$ cat config.mk
export PLATFORM = sky130hd
export DESIGN_NAME = soc_top
export DESIGN_NICKNAME = d
export VERILOG_FILES = /design/src/common/soc_pkg.sv /design/src/hdl/soc_bus_ctrl.sv /design/src/hdl/soc_devtbl.sv /design/src/hdl/soc_intctrl.sv /design/src/hdl/soc_rst_seq.sv /design/src/hdl/soc_top.sv
export SDC_FILE = /design/constraint.sdc
export NUM_CORES = 1
export LEC_CHECK = 0
export BUFFER_PORTS_ARGS = -buffer_cell sky130_fd_sc_hd__buf_2
export CAP_MARGIN = 20
export CORE_MARGIN = 2
export CORE_UTILIZATION = 37
export CTS_CLUSTER_SIZE = 20
export DETAILED_ROUTE_END_ITERATION = 6
export PLACE_DENSITY = 0.85
export SYNTH_ARGS = -nofsm -noshare
export SYNTH_HDL_FRONTEND = slang
export SYNTH_SLANG_ARGS = --single-unit
export TNS_END_PERCENT = 100
$ cat constraint.sdc
create_clock -name clk48mhz_i -period 2.1 [get_ports clk48mhz_i]
set_input_delay 0.42 -clock clk48mhz_i [delete_from_list [all_inputs] [get_ports clk48mhz_i]]
set_output_delay 0.42 -clock clk48mhz_i [all_outputs]
set_load 0.05 [all_outputs]
$ cat src/common/soc_pkg.sv
//********************
// Shared widths, slot map, register offsets and state types of the
// system-control block. Every module refers to them by scoped name.
//********************
`default_nettype none

package soc_pkg;

	// Bus widths
	localparam int unsigned DATA_W = 32;
	typedef logic [DATA_W-1:0] data_t;
	typedef logic [31:0] addr_t;

	// Slot index comes from address bits 13:12, word offset from bits 5:2
	typedef logic [1:0] slot_t;
	typedef logic [3:0] reg_off_t;

	localparam int unsigned INT_SRC_COUNT = 2;
	typedef logic [INT_SRC_COUNT-1:0] irq_vec_t;

	// Slot map with 4 KB per slot
	localparam slot_t SLOT_DEVTBL  = 2'd0;
	localparam slot_t SLOT_INTCTRL = 2'd1;
	localparam slot_t SLOT_INVALID = 2'd2;
	localparam int unsigned SLOT_COUNT = 3;
	localparam data_t SLOT_MAP_WORDS = 32'd1024;

	// Device table contents
	localparam data_t SOC_ID = 32'd6;
	localparam logic [7:0] DEVID_DEVTBL  = 8'd7;
	localparam logic [7:0] DEVID_INTCTRL = 8'd3;
	localparam logic [7:0] DEVID_INVALID = 8'd0;
	// No slot raises interrupts through the controller
	localparam logic [SLOT_COUNT-1:0] SLOT_USEINTR = '0;

	// Device table word offsets
	localparam reg_off_t DT_OFF_SOCID  = 4'd0;
	localparam reg_off_t DT_OFF_COUNT  = 4'd1;
	localparam reg_off_t DT_OFF_RSTCTL = 4'd2;
	localparam reg_off_t DT_OFF_DESC   = 4'd4;
	localparam reg_off_t DT_OFF_MAPSZ  = 4'd8;

	// Interrupt controller word offsets
	localparam reg_off_t IC_OFF_PEND = 4'd0;
	localparam reg_off_t IC_OFF_EN   = 4'd1;

	// Reset sequencing
	localparam int unsigned RST_HOLD_CYCLES = 16;
	typedef logic [3:0] rst_cnt_t;
	typedef enum logic [1:0] {
		RST_REQ_NONE,
		RST_REQ_WARM,
		RST_REQ_PWROFF
	} rst_req_t;

	// State machines
	typedef enum logic [1:0] {BUS_IDLE, BUS_WRESP, BUS_RRESP} bus_state_t;
	typedef enum logic [1:0] {RST_HOLD, RST_RUN, RST_OFF} rst_state_t;

endpackage

`default_nettype wire

$ cat src/hdl/soc_bus_ctrl.sv
//********************
// AXI4-Lite slave with one transfer in flight. Decodes the slot,
// strobes register writes and captures the selected read word.
//********************
`timescale 1ns/10ps
`default_nettype none

module soc_bus_ctrl (
	input wire clk48mhz_i,
	input wire rst_p,
	input wire soc_pkg::addr_t axi_awaddr_i,
	input wire axi_awvalid_i,
	output logic axi_awready_o,
	input wire soc_pkg::data_t axi_wdata_i,
	input wire axi_wvalid_i,
	output logic axi_wready_o,
	output logic axi_bvalid_o,
	input wire axi_bready_i,
	input wire soc_pkg::addr_t axi_araddr_i,
	input wire axi_arvalid_i,
	output logic axi_arready_o,
	output soc_pkg::data_t axi_rdata_o,
	output logic axi_rvalid_o,
	input wire axi_rready_i,
	input wire soc_rst_i,
	output soc_pkg::reg_off_t reg_off_o,
	output soc_pkg::data_t reg_wdata_o,
	output logic devtbl_wr_o,
	output logic intctrl_wr_o,
	input wire soc_pkg::data_t devtbl_rdata_i,
	input wire soc_pkg::data_t intctrl_rdata_i
);

	soc_pkg::bus_state_t state_q;
	soc_pkg::data_t rdata_q;
	soc_pkg::data_t rd_sel;
	soc_pkg::slot_t wr_slot;
	soc_pkg::slot_t rd_slot;
	logic wr_offer;
	logic wr_acc;
	logic rd_acc;

	function automatic soc_pkg::slot_t decode_slot(input soc_pkg::addr_t addr);
		soc_pkg::slot_t slot;
		slot = addr[13:12];
		// Slot 3 and everything from 0x4000 up falls to the invalid device
		if (addr[31:14] != '0 || slot > soc_pkg::SLOT_INVALID)
			slot = soc_pkg::SLOT_INVALID;
		return slot;
	endfunction

	// Writes take priority over reads at acceptance
	assign wr_offer = axi_awvalid_i || axi_wvalid_i;
	assign wr_acc = (state_q == soc_pkg::BUS_IDLE) && axi_awvalid_i && axi_wvalid_i
		&& !soc_rst_i;
	assign rd_acc = (state_q == soc_pkg::BUS_IDLE) && axi_arvalid_i && !wr_offer
		&& !soc_rst_i;

	assign axi_awready_o = wr_acc;
	assign axi_wready_o = wr_acc;
	assign axi_arready_o = rd_acc;
	assign axi_bvalid_o = (state_q == soc_pkg::BUS_WRESP);
	assign axi_rvalid_o = (state_q == soc_pkg::BUS_RRESP);
	assign axi_rdata_o = rdata_q;

	assign wr_slot = decode_slot(axi_awaddr_i);
	assign rd_slot = decode_slot(axi_araddr_i);

	// Register side is valid only in the acceptance cycle
	assign reg_off_o = wr_acc ? axi_awaddr_i[5:2] : axi_araddr_i[5:2];
	assign reg_wdata_o = axi_wdata_i;
	assign devtbl_wr_o = wr_acc && (wr_slot == soc_pkg::SLOT_DEVTBL);
	assign intctrl_wr_o = wr_acc && (wr_slot == soc_pkg::SLOT_INTCTRL);

	always_comb begin
		case (rd_slot)
			soc_pkg::SLOT_DEVTBL: rd_sel = devtbl_rdata_i;
			soc_pkg::SLOT_INTCTRL: rd_sel = intctrl_rdata_i;
			// Invalid device answers with zero
			default: rd_sel = '0;
		endcase
	end

	always_ff @(posedge clk48mhz_i) begin
		if (rst_p) begin
			state_q <= soc_pkg::BUS_IDLE;
		end else begin
			case (state_q)
				soc_pkg::BUS_IDLE: begin
					if (wr_acc)
						state_q <= soc_pkg::BUS_WRESP;
					else if (rd_acc)
						state_q <= soc_pkg::BUS_RRESP;
				end
				soc_pkg::BUS_WRESP: begin
					if (axi_bready_i)
						state_q <= soc_pkg::BUS_IDLE;
				end
				soc_pkg::BUS_RRESP: begin
					if (axi_rready_i)
						state_q <= soc_pkg::BUS_IDLE;
				end
				default: state_q <= soc_pkg::BUS_IDLE;
			endcase
		end
	end

	always_ff @(posedge clk48mhz_i) begin
		if (rd_acc)
			rdata_q <= rd_sel;
	end

	// Read data stays put while the host holds off the response
	a_rdata_hold: assert property (@(posedge clk48mhz_i) disable iff (rst_p)
		(axi_rvalid_o && !axi_rready_i) |=> (axi_rvalid_o && $stable(axi_rdata_o)));

endmodule

`default_nettype wire

$ cat src/hdl/soc_devtbl.sv
//********************
// Read-only device table of the slot map. A write to the reset control
// word turns into a one-cycle request for the reset sequencer.
//********************
`timescale 1ns/10ps
`default_nettype none

module soc_devtbl (
	input wire clk48mhz_i,
	input wire soc_rst_i,
	input wire soc_pkg::reg_off_t reg_off_i,
	input wire soc_pkg::data_t reg_wdata_i,
	input wire wr_i,
	output soc_pkg::data_t rdata_o,
	output soc_pkg::rst_req_t rst_req_o
);

	soc_pkg::rst_req_t rst_req_q;
	soc_pkg::rst_req_t code_req;
	soc_pkg::slot_t tbl_slot;
	logic is_desc;
	logic is_mapsz;

	function automatic logic [7:0] slot_devid(input soc_pkg::slot_t slot);
		case (slot)
			soc_pkg::SLOT_DEVTBL: return soc_pkg::DEVID_DEVTBL;
			soc_pkg::SLOT_INTCTRL: return soc_pkg::DEVID_INTCTRL;
			default: return soc_pkg::DEVID_INVALID;
		endcase
	endfunction

	// Descriptor and map size words come as one per slot
	assign is_desc = (reg_off_i >= soc_pkg::DT_OFF_DESC)
		&& (reg_off_i < soc_pkg::DT_OFF_DESC + soc_pkg::reg_off_t'(soc_pkg::SLOT_COUNT));
	assign is_mapsz = (reg_off_i >= soc_pkg::DT_OFF_MAPSZ)
		&& (reg_off_i < soc_pkg::DT_OFF_MAPSZ + soc_pkg::reg_off_t'(soc_pkg::SLOT_COUNT));
	assign tbl_slot = soc_pkg::slot_t'(reg_off_i - soc_pkg::DT_OFF_DESC);

	always_comb begin
		rdata_o = '0;
		if (reg_off_i == soc_pkg::DT_OFF_SOCID) begin
			rdata_o = soc_pkg::SOC_ID;
		end else if (reg_off_i == soc_pkg::DT_OFF_COUNT) begin
			rdata_o = soc_pkg::data_t'(soc_pkg::SLOT_COUNT);
		end else if (is_desc) begin
			rdata_o[7:0] = slot_devid(tbl_slot);
			rdata_o[31] = soc_pkg::SLOT_USEINTR[tbl_slot];
		end else if (is_mapsz) begin
			rdata_o = soc_pkg::SLOT_MAP_WORDS;
		end
	end

	// Bit 0 is rst0, bit 1 is rst1; the cold code acts as warm
	always_comb begin
		case (reg_wdata_i[1:0])
			2'b11, 2'b10: code_req = soc_pkg::RST_REQ_WARM;
			2'b01: code_req = soc_pkg::RST_REQ_PWROFF;
			default: code_req = soc_pkg::RST_REQ_NONE;
		endcase
	end

	always_ff @(posedge clk48mhz_i) begin
		if (soc_rst_i)
			rst_req_q <= soc_pkg::RST_REQ_NONE;
		else if (wr_i && reg_off_i == soc_pkg::DT_OFF_RSTCTL)
			rst_req_q <= code_req;
		else
			rst_req_q <= soc_pkg::RST_REQ_NONE;
	end

	assign rst_req_o = rst_req_q;

	// A request is a single pulse even under back-to-back writes
	a_req_pulse: assert property (@(posedge clk48mhz_i) disable iff (soc_rst_i)
		(rst_req_o != soc_pkg::RST_REQ_NONE) |=> (rst_req_o == soc_pkg::RST_REQ_NONE));

endmodule

`default_nettype wire

$ cat src/hdl/soc_intctrl.sv
//********************
// Two-source interrupt controller. Rising edges set pending bits,
// software clears them by writing ones, irq_o is pending AND enable.
//********************
`timescale 1ns/10ps
`default_nettype none

module soc_intctrl (
	input wire clk48mhz_i,
	input wire soc_rst_i,
	input wire soc_pkg::reg_off_t reg_off_i,
	input wire soc_pkg::data_t reg_wdata_i,
	input wire wr_i,
	output soc_pkg::data_t rdata_o,
	input wire soc_pkg::irq_vec_t irq_src_i,
	output logic irq_o
);

	soc_pkg::irq_vec_t src_q;
	soc_pkg::irq_vec_t rise;
	soc_pkg::irq_vec_t clr;
	soc_pkg::irq_vec_t pend_q;
	soc_pkg::irq_vec_t en_q;

	// Previous source levels for edge detection
	always_ff @(posedge clk48mhz_i) begin
		src_q <= irq_src_i;
	end

	assign rise = irq_src_i & ~src_q;
	assign clr = (wr_i && reg_off_i == soc_pkg::IC_OFF_PEND) ?
		reg_wdata_i[soc_pkg::INT_SRC_COUNT-1:0] : '0;

	always_ff @(posedge clk48mhz_i) begin
		if (soc_rst_i) begin
			pend_q <= '0;
			en_q <= '0;
		end else begin
			// New edge wins over a clear in the same cycle
			pend_q <= (pend_q & ~clr) | rise;
			if (wr_i && reg_off_i == soc_pkg::IC_OFF_EN)
				en_q <= reg_wdata_i[soc_pkg::INT_SRC_COUNT-1:0];
		end
	end

	always_comb begin
		rdata_o = '0;
		case (reg_off_i)
			soc_pkg::IC_OFF_PEND: rdata_o[soc_pkg::INT_SRC_COUNT-1:0] = pend_q;
			soc_pkg::IC_OFF_EN: rdata_o[soc_pkg::INT_SRC_COUNT-1:0] = en_q;
			default: rdata_o = '0;
		endcase
	end

	assign irq_o = |(pend_q & en_q);

endmodule

`default_nettype wire

$ cat src/hdl/soc_rst_seq.sv
//********************
// Reset sequencer. Holds system reset for a fixed count after rst_p
// or a warm request, and latches power-off until rst_p.
//********************
`timescale 1ns/10ps
`default_nettype none

module soc_rst_seq (
	input wire clk48mhz_i,
	input wire rst_p,
	input var soc_pkg::rst_req_t rst_req_i,
	output logic soc_rst_o,
	output logic pwroff_o
);

	localparam soc_pkg::rst_cnt_t CNT_LOAD = soc_pkg::rst_cnt_t'(soc_pkg::RST_HOLD_CYCLES - 1);

	soc_pkg::rst_state_t state_q;
	soc_pkg::rst_cnt_t cnt_q;
	logic soc_rst_q;

	always_ff @(posedge clk48mhz_i) begin
		if (rst_p) begin
			state_q <= soc_pkg::RST_HOLD;
			cnt_q <= CNT_LOAD;
			soc_rst_q <= 1'b1;
		end else begin
			// Output lags the state by one edge so the hold spans the full count
			soc_rst_q <= (state_q != soc_pkg::RST_RUN)
				|| (rst_req_i != soc_pkg::RST_REQ_NONE);
			case (state_q)
				soc_pkg::RST_HOLD, soc_pkg::RST_RUN: begin
					if (rst_req_i == soc_pkg::RST_REQ_PWROFF) begin
						state_q <= soc_pkg::RST_OFF;
					end else if (rst_req_i == soc_pkg::RST_REQ_WARM) begin
						state_q <= soc_pkg::RST_HOLD;
						cnt_q <= CNT_LOAD;
					end else if (state_q == soc_pkg::RST_HOLD) begin
						if (cnt_q == '0)
							state_q <= soc_pkg::RST_RUN;
						else
							cnt_q <= cnt_q - 1'b1;
					end
				end
				// Power-off only leaves through rst_p
				soc_pkg::RST_OFF: state_q <= soc_pkg::RST_OFF;
				default: state_q <= soc_pkg::RST_HOLD;
			endcase
		end
	end

	assign soc_rst_o = soc_rst_q;
	assign pwroff_o = (state_q == soc_pkg::RST_OFF);

	// The system stays in reset for as long as it is powered off
	a_off_in_rst: assert property (@(posedge clk48mhz_i) disable iff (rst_p)
		pwroff_o |-> soc_rst_o);

endmodule

`default_nettype wire

$ cat src/hdl/soc_top.sv
//********************
// System-control top level. An AXI4-Lite host drives the device table
// and interrupt controller, with the reset sequencer gating both.
//********************
`timescale 1ns/10ps
`default_nettype none

module soc_top (
	input wire clk48mhz_i,
	input wire rst_p,
	input wire soc_pkg::addr_t axi_awaddr_i,
	input wire axi_awvalid_i,
	output wire axi_awready_o,
	input wire soc_pkg::data_t axi_wdata_i,
	input wire axi_wvalid_i,
	output wire axi_wready_o,
	output wire axi_bvalid_o,
	input wire axi_bready_i,
	input wire soc_pkg::addr_t axi_araddr_i,
	input wire axi_arvalid_i,
	output wire axi_arready_o,
	output wire soc_pkg::data_t axi_rdata_o,
	output wire axi_rvalid_o,
	input wire axi_rready_i,
	input wire soc_pkg::irq_vec_t irq_src_i,
	output wire irq_o,
	output wire soc_rst_o,
	output wire pwroff_o
);

	soc_pkg::reg_off_t reg_off;
	soc_pkg::data_t reg_wdata;
	soc_pkg::data_t devtbl_rdata;
	soc_pkg::data_t intctrl_rdata;
	soc_pkg::rst_req_t rst_req;
	wire devtbl_wr;
	wire intctrl_wr;

	soc_bus_ctrl bus0 (
		 .clk48mhz_i      (clk48mhz_i)
		,.rst_p           (rst_p)
		,.axi_awaddr_i    (axi_awaddr_i)
		,.axi_awvalid_i   (axi_awvalid_i)
		,.axi_awready_o   (axi_awready_o)
		,.axi_wdata_i     (axi_wdata_i)
		,.axi_wvalid_i    (axi_wvalid_i)
		,.axi_wready_o    (axi_wready_o)
		,.axi_bvalid_o    (axi_bvalid_o)
		,.axi_bready_i    (axi_bready_i)
		,.axi_araddr_i    (axi_araddr_i)
		,.axi_arvalid_i   (axi_arvalid_i)
		,.axi_arready_o   (axi_arready_o)
		,.axi_rdata_o     (axi_rdata_o)
		,.axi_rvalid_o    (axi_rvalid_o)
		,.axi_rready_i    (axi_rready_i)
		,.soc_rst_i       (soc_rst_o)
		,.reg_off_o       (reg_off)
		,.reg_wdata_o     (reg_wdata)
		,.devtbl_wr_o     (devtbl_wr)
		,.intctrl_wr_o    (intctrl_wr)
		,.devtbl_rdata_i  (devtbl_rdata)
		,.intctrl_rdata_i (intctrl_rdata)
	);

	soc_devtbl devtbl0 (
		 .clk48mhz_i  (clk48mhz_i)
		,.soc_rst_i   (soc_rst_o)
		,.reg_off_i   (reg_off)
		,.reg_wdata_i (reg_wdata)
		,.wr_i        (devtbl_wr)
		,.rdata_o     (devtbl_rdata)
		,.rst_req_o   (rst_req)
	);

	soc_intctrl intctrl0 (
		 .clk48mhz_i  (clk48mhz_i)
		,.soc_rst_i   (soc_rst_o)
		,.reg_off_i   (reg_off)
		,.reg_wdata_i (reg_wdata)
		,.wr_i        (intctrl_wr)
		,.rdata_o     (intctrl_rdata)
		,.irq_src_i   (irq_src_i)
		,.irq_o       (irq_o)
	);

	soc_rst_seq rstseq0 (
		 .clk48mhz_i (clk48mhz_i)
		,.rst_p      (rst_p)
		,.rst_req_i  (rst_req)
		,.soc_rst_o  (soc_rst_o)
		,.pwroff_o   (pwroff_o)
	);

endmodule

`default_nettype wire
==> tab_implementation.tex <==
\begin{tabular}{lr}
\hline
Metric & Value \\
\hline
\multicolumn{2}{l}{\textbf{Drt}} \\
\quad Vias per cell & between 4 and 5 \\
\quad Drt initial violations & 56 \\
\quad Final antenna-violating net count & 0 \\
\quad Drt wl/cell & 11.1 um \\
\quad Total Routed Length & approximately 3300 um \\
\quad Detailed-router iteration count before antenna repair & 4 \\
\quad Via count of the routed design & around 1400 \\
\quad Number of DRC violations after detailed routing & 0 \\
\multicolumn{2}{l}{\textbf{CTS}} \\
\quad Maximum root-to-sink buffer count & 2 \\
\quad Maximum level of the CTS H-tree & 1 \\
\quad Number of sinks on the clock net & 21 \\
\quad Later-pin clock latency in the skew report & 0.26 ns \\
\quad Number of resized instances in the post-cts repair step & 0 \\
\quad Cell chosen for the clock root & clkbuf\_8 \\
\quad Post CTS Setup Buffer Count & 0 \\
\quad Hold\_buf cts & 0 \\
\quad TritonCTS Buffers & 3 \\
\quad CTS tree & done \\
\quad Reg clk slew, reported paths & $\sim$0.080 ns \\
\multicolumn{2}{l}{\textbf{Setup path}} \\
\quad Slowest stage delay, CP & $\sim$0.38 ns \\
\quad Worst Path Arrival & $\sim$1.6 ns \\
\quad Crit-path max FO & 9 \\
\quad Required time reported for the critical path endpoint & roughly 1.7 ns \\
\quad Category of the critical setup timing path & flip-flop to output port \\
\quad Worst-path cell chain & or2\_1 > nor4\_4 > buf\_2 \\
\quad Worst r2r src & rstseq0.soc\_rst\_o \\
\quad Setup crit end kind & output port \\
\quad Startpoint Class & flip-flop \\
\quad Crit path from & bus0.state\_q[0] \\
\quad Critical Path Slowest Stage Cell & or2\_1 \\
\multicolumn{2}{l}{\textbf{Timing}} \\
\quad Highest attainable clock frequency & between 0.4 and 0.5 GHz \\
\quad Final Critical Period & around 2 ns \\
\quad Number of hold violations in the final report & 0 \\
\quad Setup-failing EPs final & 0 \\
\quad Part of the cycle the worst path needs & 0.953 \\
\quad Sum of negative setup slack & 0 ns \\
\quad Unrepaired setup endpoints after global routing & no \\
\quad Total count of max-transition violations in the final report & 0 \\
\quad Final setup skew & 0.00629 ns \\
\multicolumn{2}{l}{\textbf{Cells and area}} \\
\quad Count of inserted antenna diode cells & 0 \\
\quad Final-stage net count & approximately 360 \\
\quad Area added between synthesis and finish & 24.6\% \\
\quad Fraction of final layout cells sized beyond drive strength 1 & 0.349 \\
\quad Area of the multi-input gates & around 910 um2 \\
\quad Number of fillers in the final layout & 392 \\
\quad Final standard cell utilization of the core & 0.473 \\
\quad Sequential cell area & around 460 um2 \\
\multicolumn{2}{l}{\textbf{Synthesis}} \\
\quad Fraction of synthesized cell area taken by the top area cell type & 0.226 \\
\quad Synth cell count leaders & 29 x buf\_4, 17 x dfxtp\_1, 11 x nor4\_1 \\
\quad Unique masters post-synth & 49 \\
\quad Share of the yosys chip area belonging to registers & 0.305 \\
\quad Count of flip-flops with a built-in enable after synthesis & 4 \\
\quad Cell count after synthesis & 176 \\
\quad Synthesized area per cell & roughly 8.6 um2 \\
\quad Top area cells in the synthesized netlist & dfxtp\_1 23\%, buf\_4 14\%, edfxtp\_1 8.0\% \\
\quad Netlist area before placement & between 1500 and 2000 um2 \\
\quad Dominant cell type by area after synthesis & dfxtp\_1 \\
\quad Share of synthesized flip-flops with an asynchronous set or reset & 0 \\
\quad Most common cell in the netlist & buf\_4 \\
\quad Number of flip-flops and latches in the synthesized netlist & 21 \\
\quad Total number of yosys warnings & 0 \\
\quad Post-synth top flop & dfxtp\_1 \\
\multicolumn{2}{l}{\textbf{Die}} \\
\quad Die boundary height & around 68 um \\
\quad Core box area & roughly 4000 um2 \\
\quad Cell Rows & 23 \\
\quad Die area & 4600 um2 \\
\quad Initial cell density of the core & 0.380 \\
\quad Top-level I/O count & between 100 and 150 \\
\quad Horizontal die dimension & between 60 and 70 um \\
\multicolumn{2}{l}{\textbf{Pwr}} \\
\quad Power density over the cells & 479 nW/um2 \\
\quad Pwr Total & around 0.90 mW \\
\quad Leakage power summed over all cells & 0.862 nW \\
\quad Highest ir drop seen on vdd & 0.210 mV \\
\multicolumn{2}{l}{\textbf{Worst hold path}} \\
\quad Hold Path Class & input port to flip-flop \\
\quad Hold\_sp & irq\_src\_i[0] \\
\multicolumn{2}{l}{\textbf{Status}} \\
\quad Run status & completed \\
\multicolumn{2}{l}{\textbf{Global route}} \\
\quad GRT Total Usage & 0.147 \\
\quad Via count of the first global-routing pass & around 1200 \\
\quad Maximum number of pins on one net before global-route repair & 14 \\
\quad Initial antenna violation count & 0 \\
\quad First-pass GRT wire length & roughly 5300 um \\
\quad Remaining global-route overflow & 0 \\
\multicolumn{2}{l}{\textbf{Place}} \\
\quad Post-DP HPWL & 2780 um \\
\quad Number of buffers added on ports & 70 \\
\quad Last weighted congestion value of the routability-driven placer & around 0.83 \\
\multicolumn{2}{l}{\textbf{Run}} \\
\quad Reported max-cap violation count & 0 \\
\hline
\end{tabular}
-- per-stage QoR --
step / hold slack (ns) / cell area (um2) / cells / setup slack [ns]
4_1_cts: 0.260 / 1880 / 299 / 0.0932
3_5_place_dp: 0.422 / 1830 / 295 / 0.243
6_report: 0.267 / 1880 / 299 / 0.0982
3_3_place_gp: 0.416 / 1830 / 295 / 0.230
5_1_grt: 0.261 / 1880 / 299 / 0.00980
2_1_floorplan: 0.394 / 1620 / 203 / 0.106
-- where the power goes --
part / internal (mW) / switching [mW]
sequential: 0.415 / 0.00441
combinational: 0.0560 / 0.153
clock: 0.134 / 0.137
total: 0.606 / 0.294
-- state kept, by name (all words and copies together), names as in the netlist --
signal,cells
bus0.axi_rdata_o,4
rstseq0.cnt_q,4
bus0.state_q,2
devtbl0.rst_req_o,2
intctrl0.en_q,2
intctrl0.pend_q,2
intctrl0.src_q,2
rstseq0.state_q,2
rstseq0.soc_rst_o,1
-- cell type report --
| type | count | share of cell area |
|---|---|---|
| multi-input cells | 143 | 0.483 |
| flip-flops and latches | 21 | 0.245 |
| repair buffers | 72 | 0.195 |
| well taps | 50 | 0.0333 |
| clock buffers | 3 | 0.0220 |
| inverters | 9 | 0.0180 |
| clock inverters | 1 | 0.00400 |
-- routing by layer --
| layer | GRT usage | wire length [um] | vias up |
|---|---|---|---|
| met5 | 0 | 0 | - |
| met4 | 0.0575 | 16 | 0 |
| met2 | 0.248 | 1590 | 56 |
| li1 | - | - | 742 |
| met3 | 0.0197 | 215 | 2 |
| met1 | 0.190 | 1480 | 649 |
-- worst max-delay path: cells and delay by family, from the launching register on --
kind                   cells  cell delay [ns]
and+or+nand+nor            2             0.65
DFF                        1             0.37
buffers and inverters      1             0.30
-- worst paths after layout --
kind / endpoint / slack (ns) / depth (start not counted)
worst min register to register: rstseq0.soc_rst_o / 0.43 / 1
worst max register to register: bus0.axi_rdata_o[10] / 0.37 / 4
worst min-delay path: intctrl0.src_q[0] / 0.27 / 1
worst max-delay path: axi_arready_o / 0.1 / 3
-- cells in the final DEF, fill, tap and decap left out, drive strengths merged, types with 2 or more instances in the layout --
master and instances:
nor3 6, a211oi 2, nand2 7, a31oi 4, a21o 3, and4 2
edfxtp 4, o21bai 2, inv 9, and3b 2, nor2 8, a22oi 2
nor4 13, nor2b 7, o21ai 7, mux2 2, a2111oi 2, o22ai 2
clkbuf 3, or2 2, dfxtp 17, nand3 4, conb 28, ha 4
nand4 2, mux2i 2, a21oi 8, buf 72, nand2b 9
-- logic make-up (layout without fill, tap and decap cells) --
family / after synthesis / count (layout) / synth area share
AOI/OAI and AO/OA: 38 / 38 / 0.172
adders and majority gates: 4 / 4 / 0.0332
buffers and inverters: 39 / 85 / 0.170
DFF: 21 / 21 / 0.305
muxes: 4 / 4 / 0.0307
other: 1 / 28 / 0.00249
and+or+nand+nor: 69 / 69 / 0.286
(Power assumes the default switching activity.)
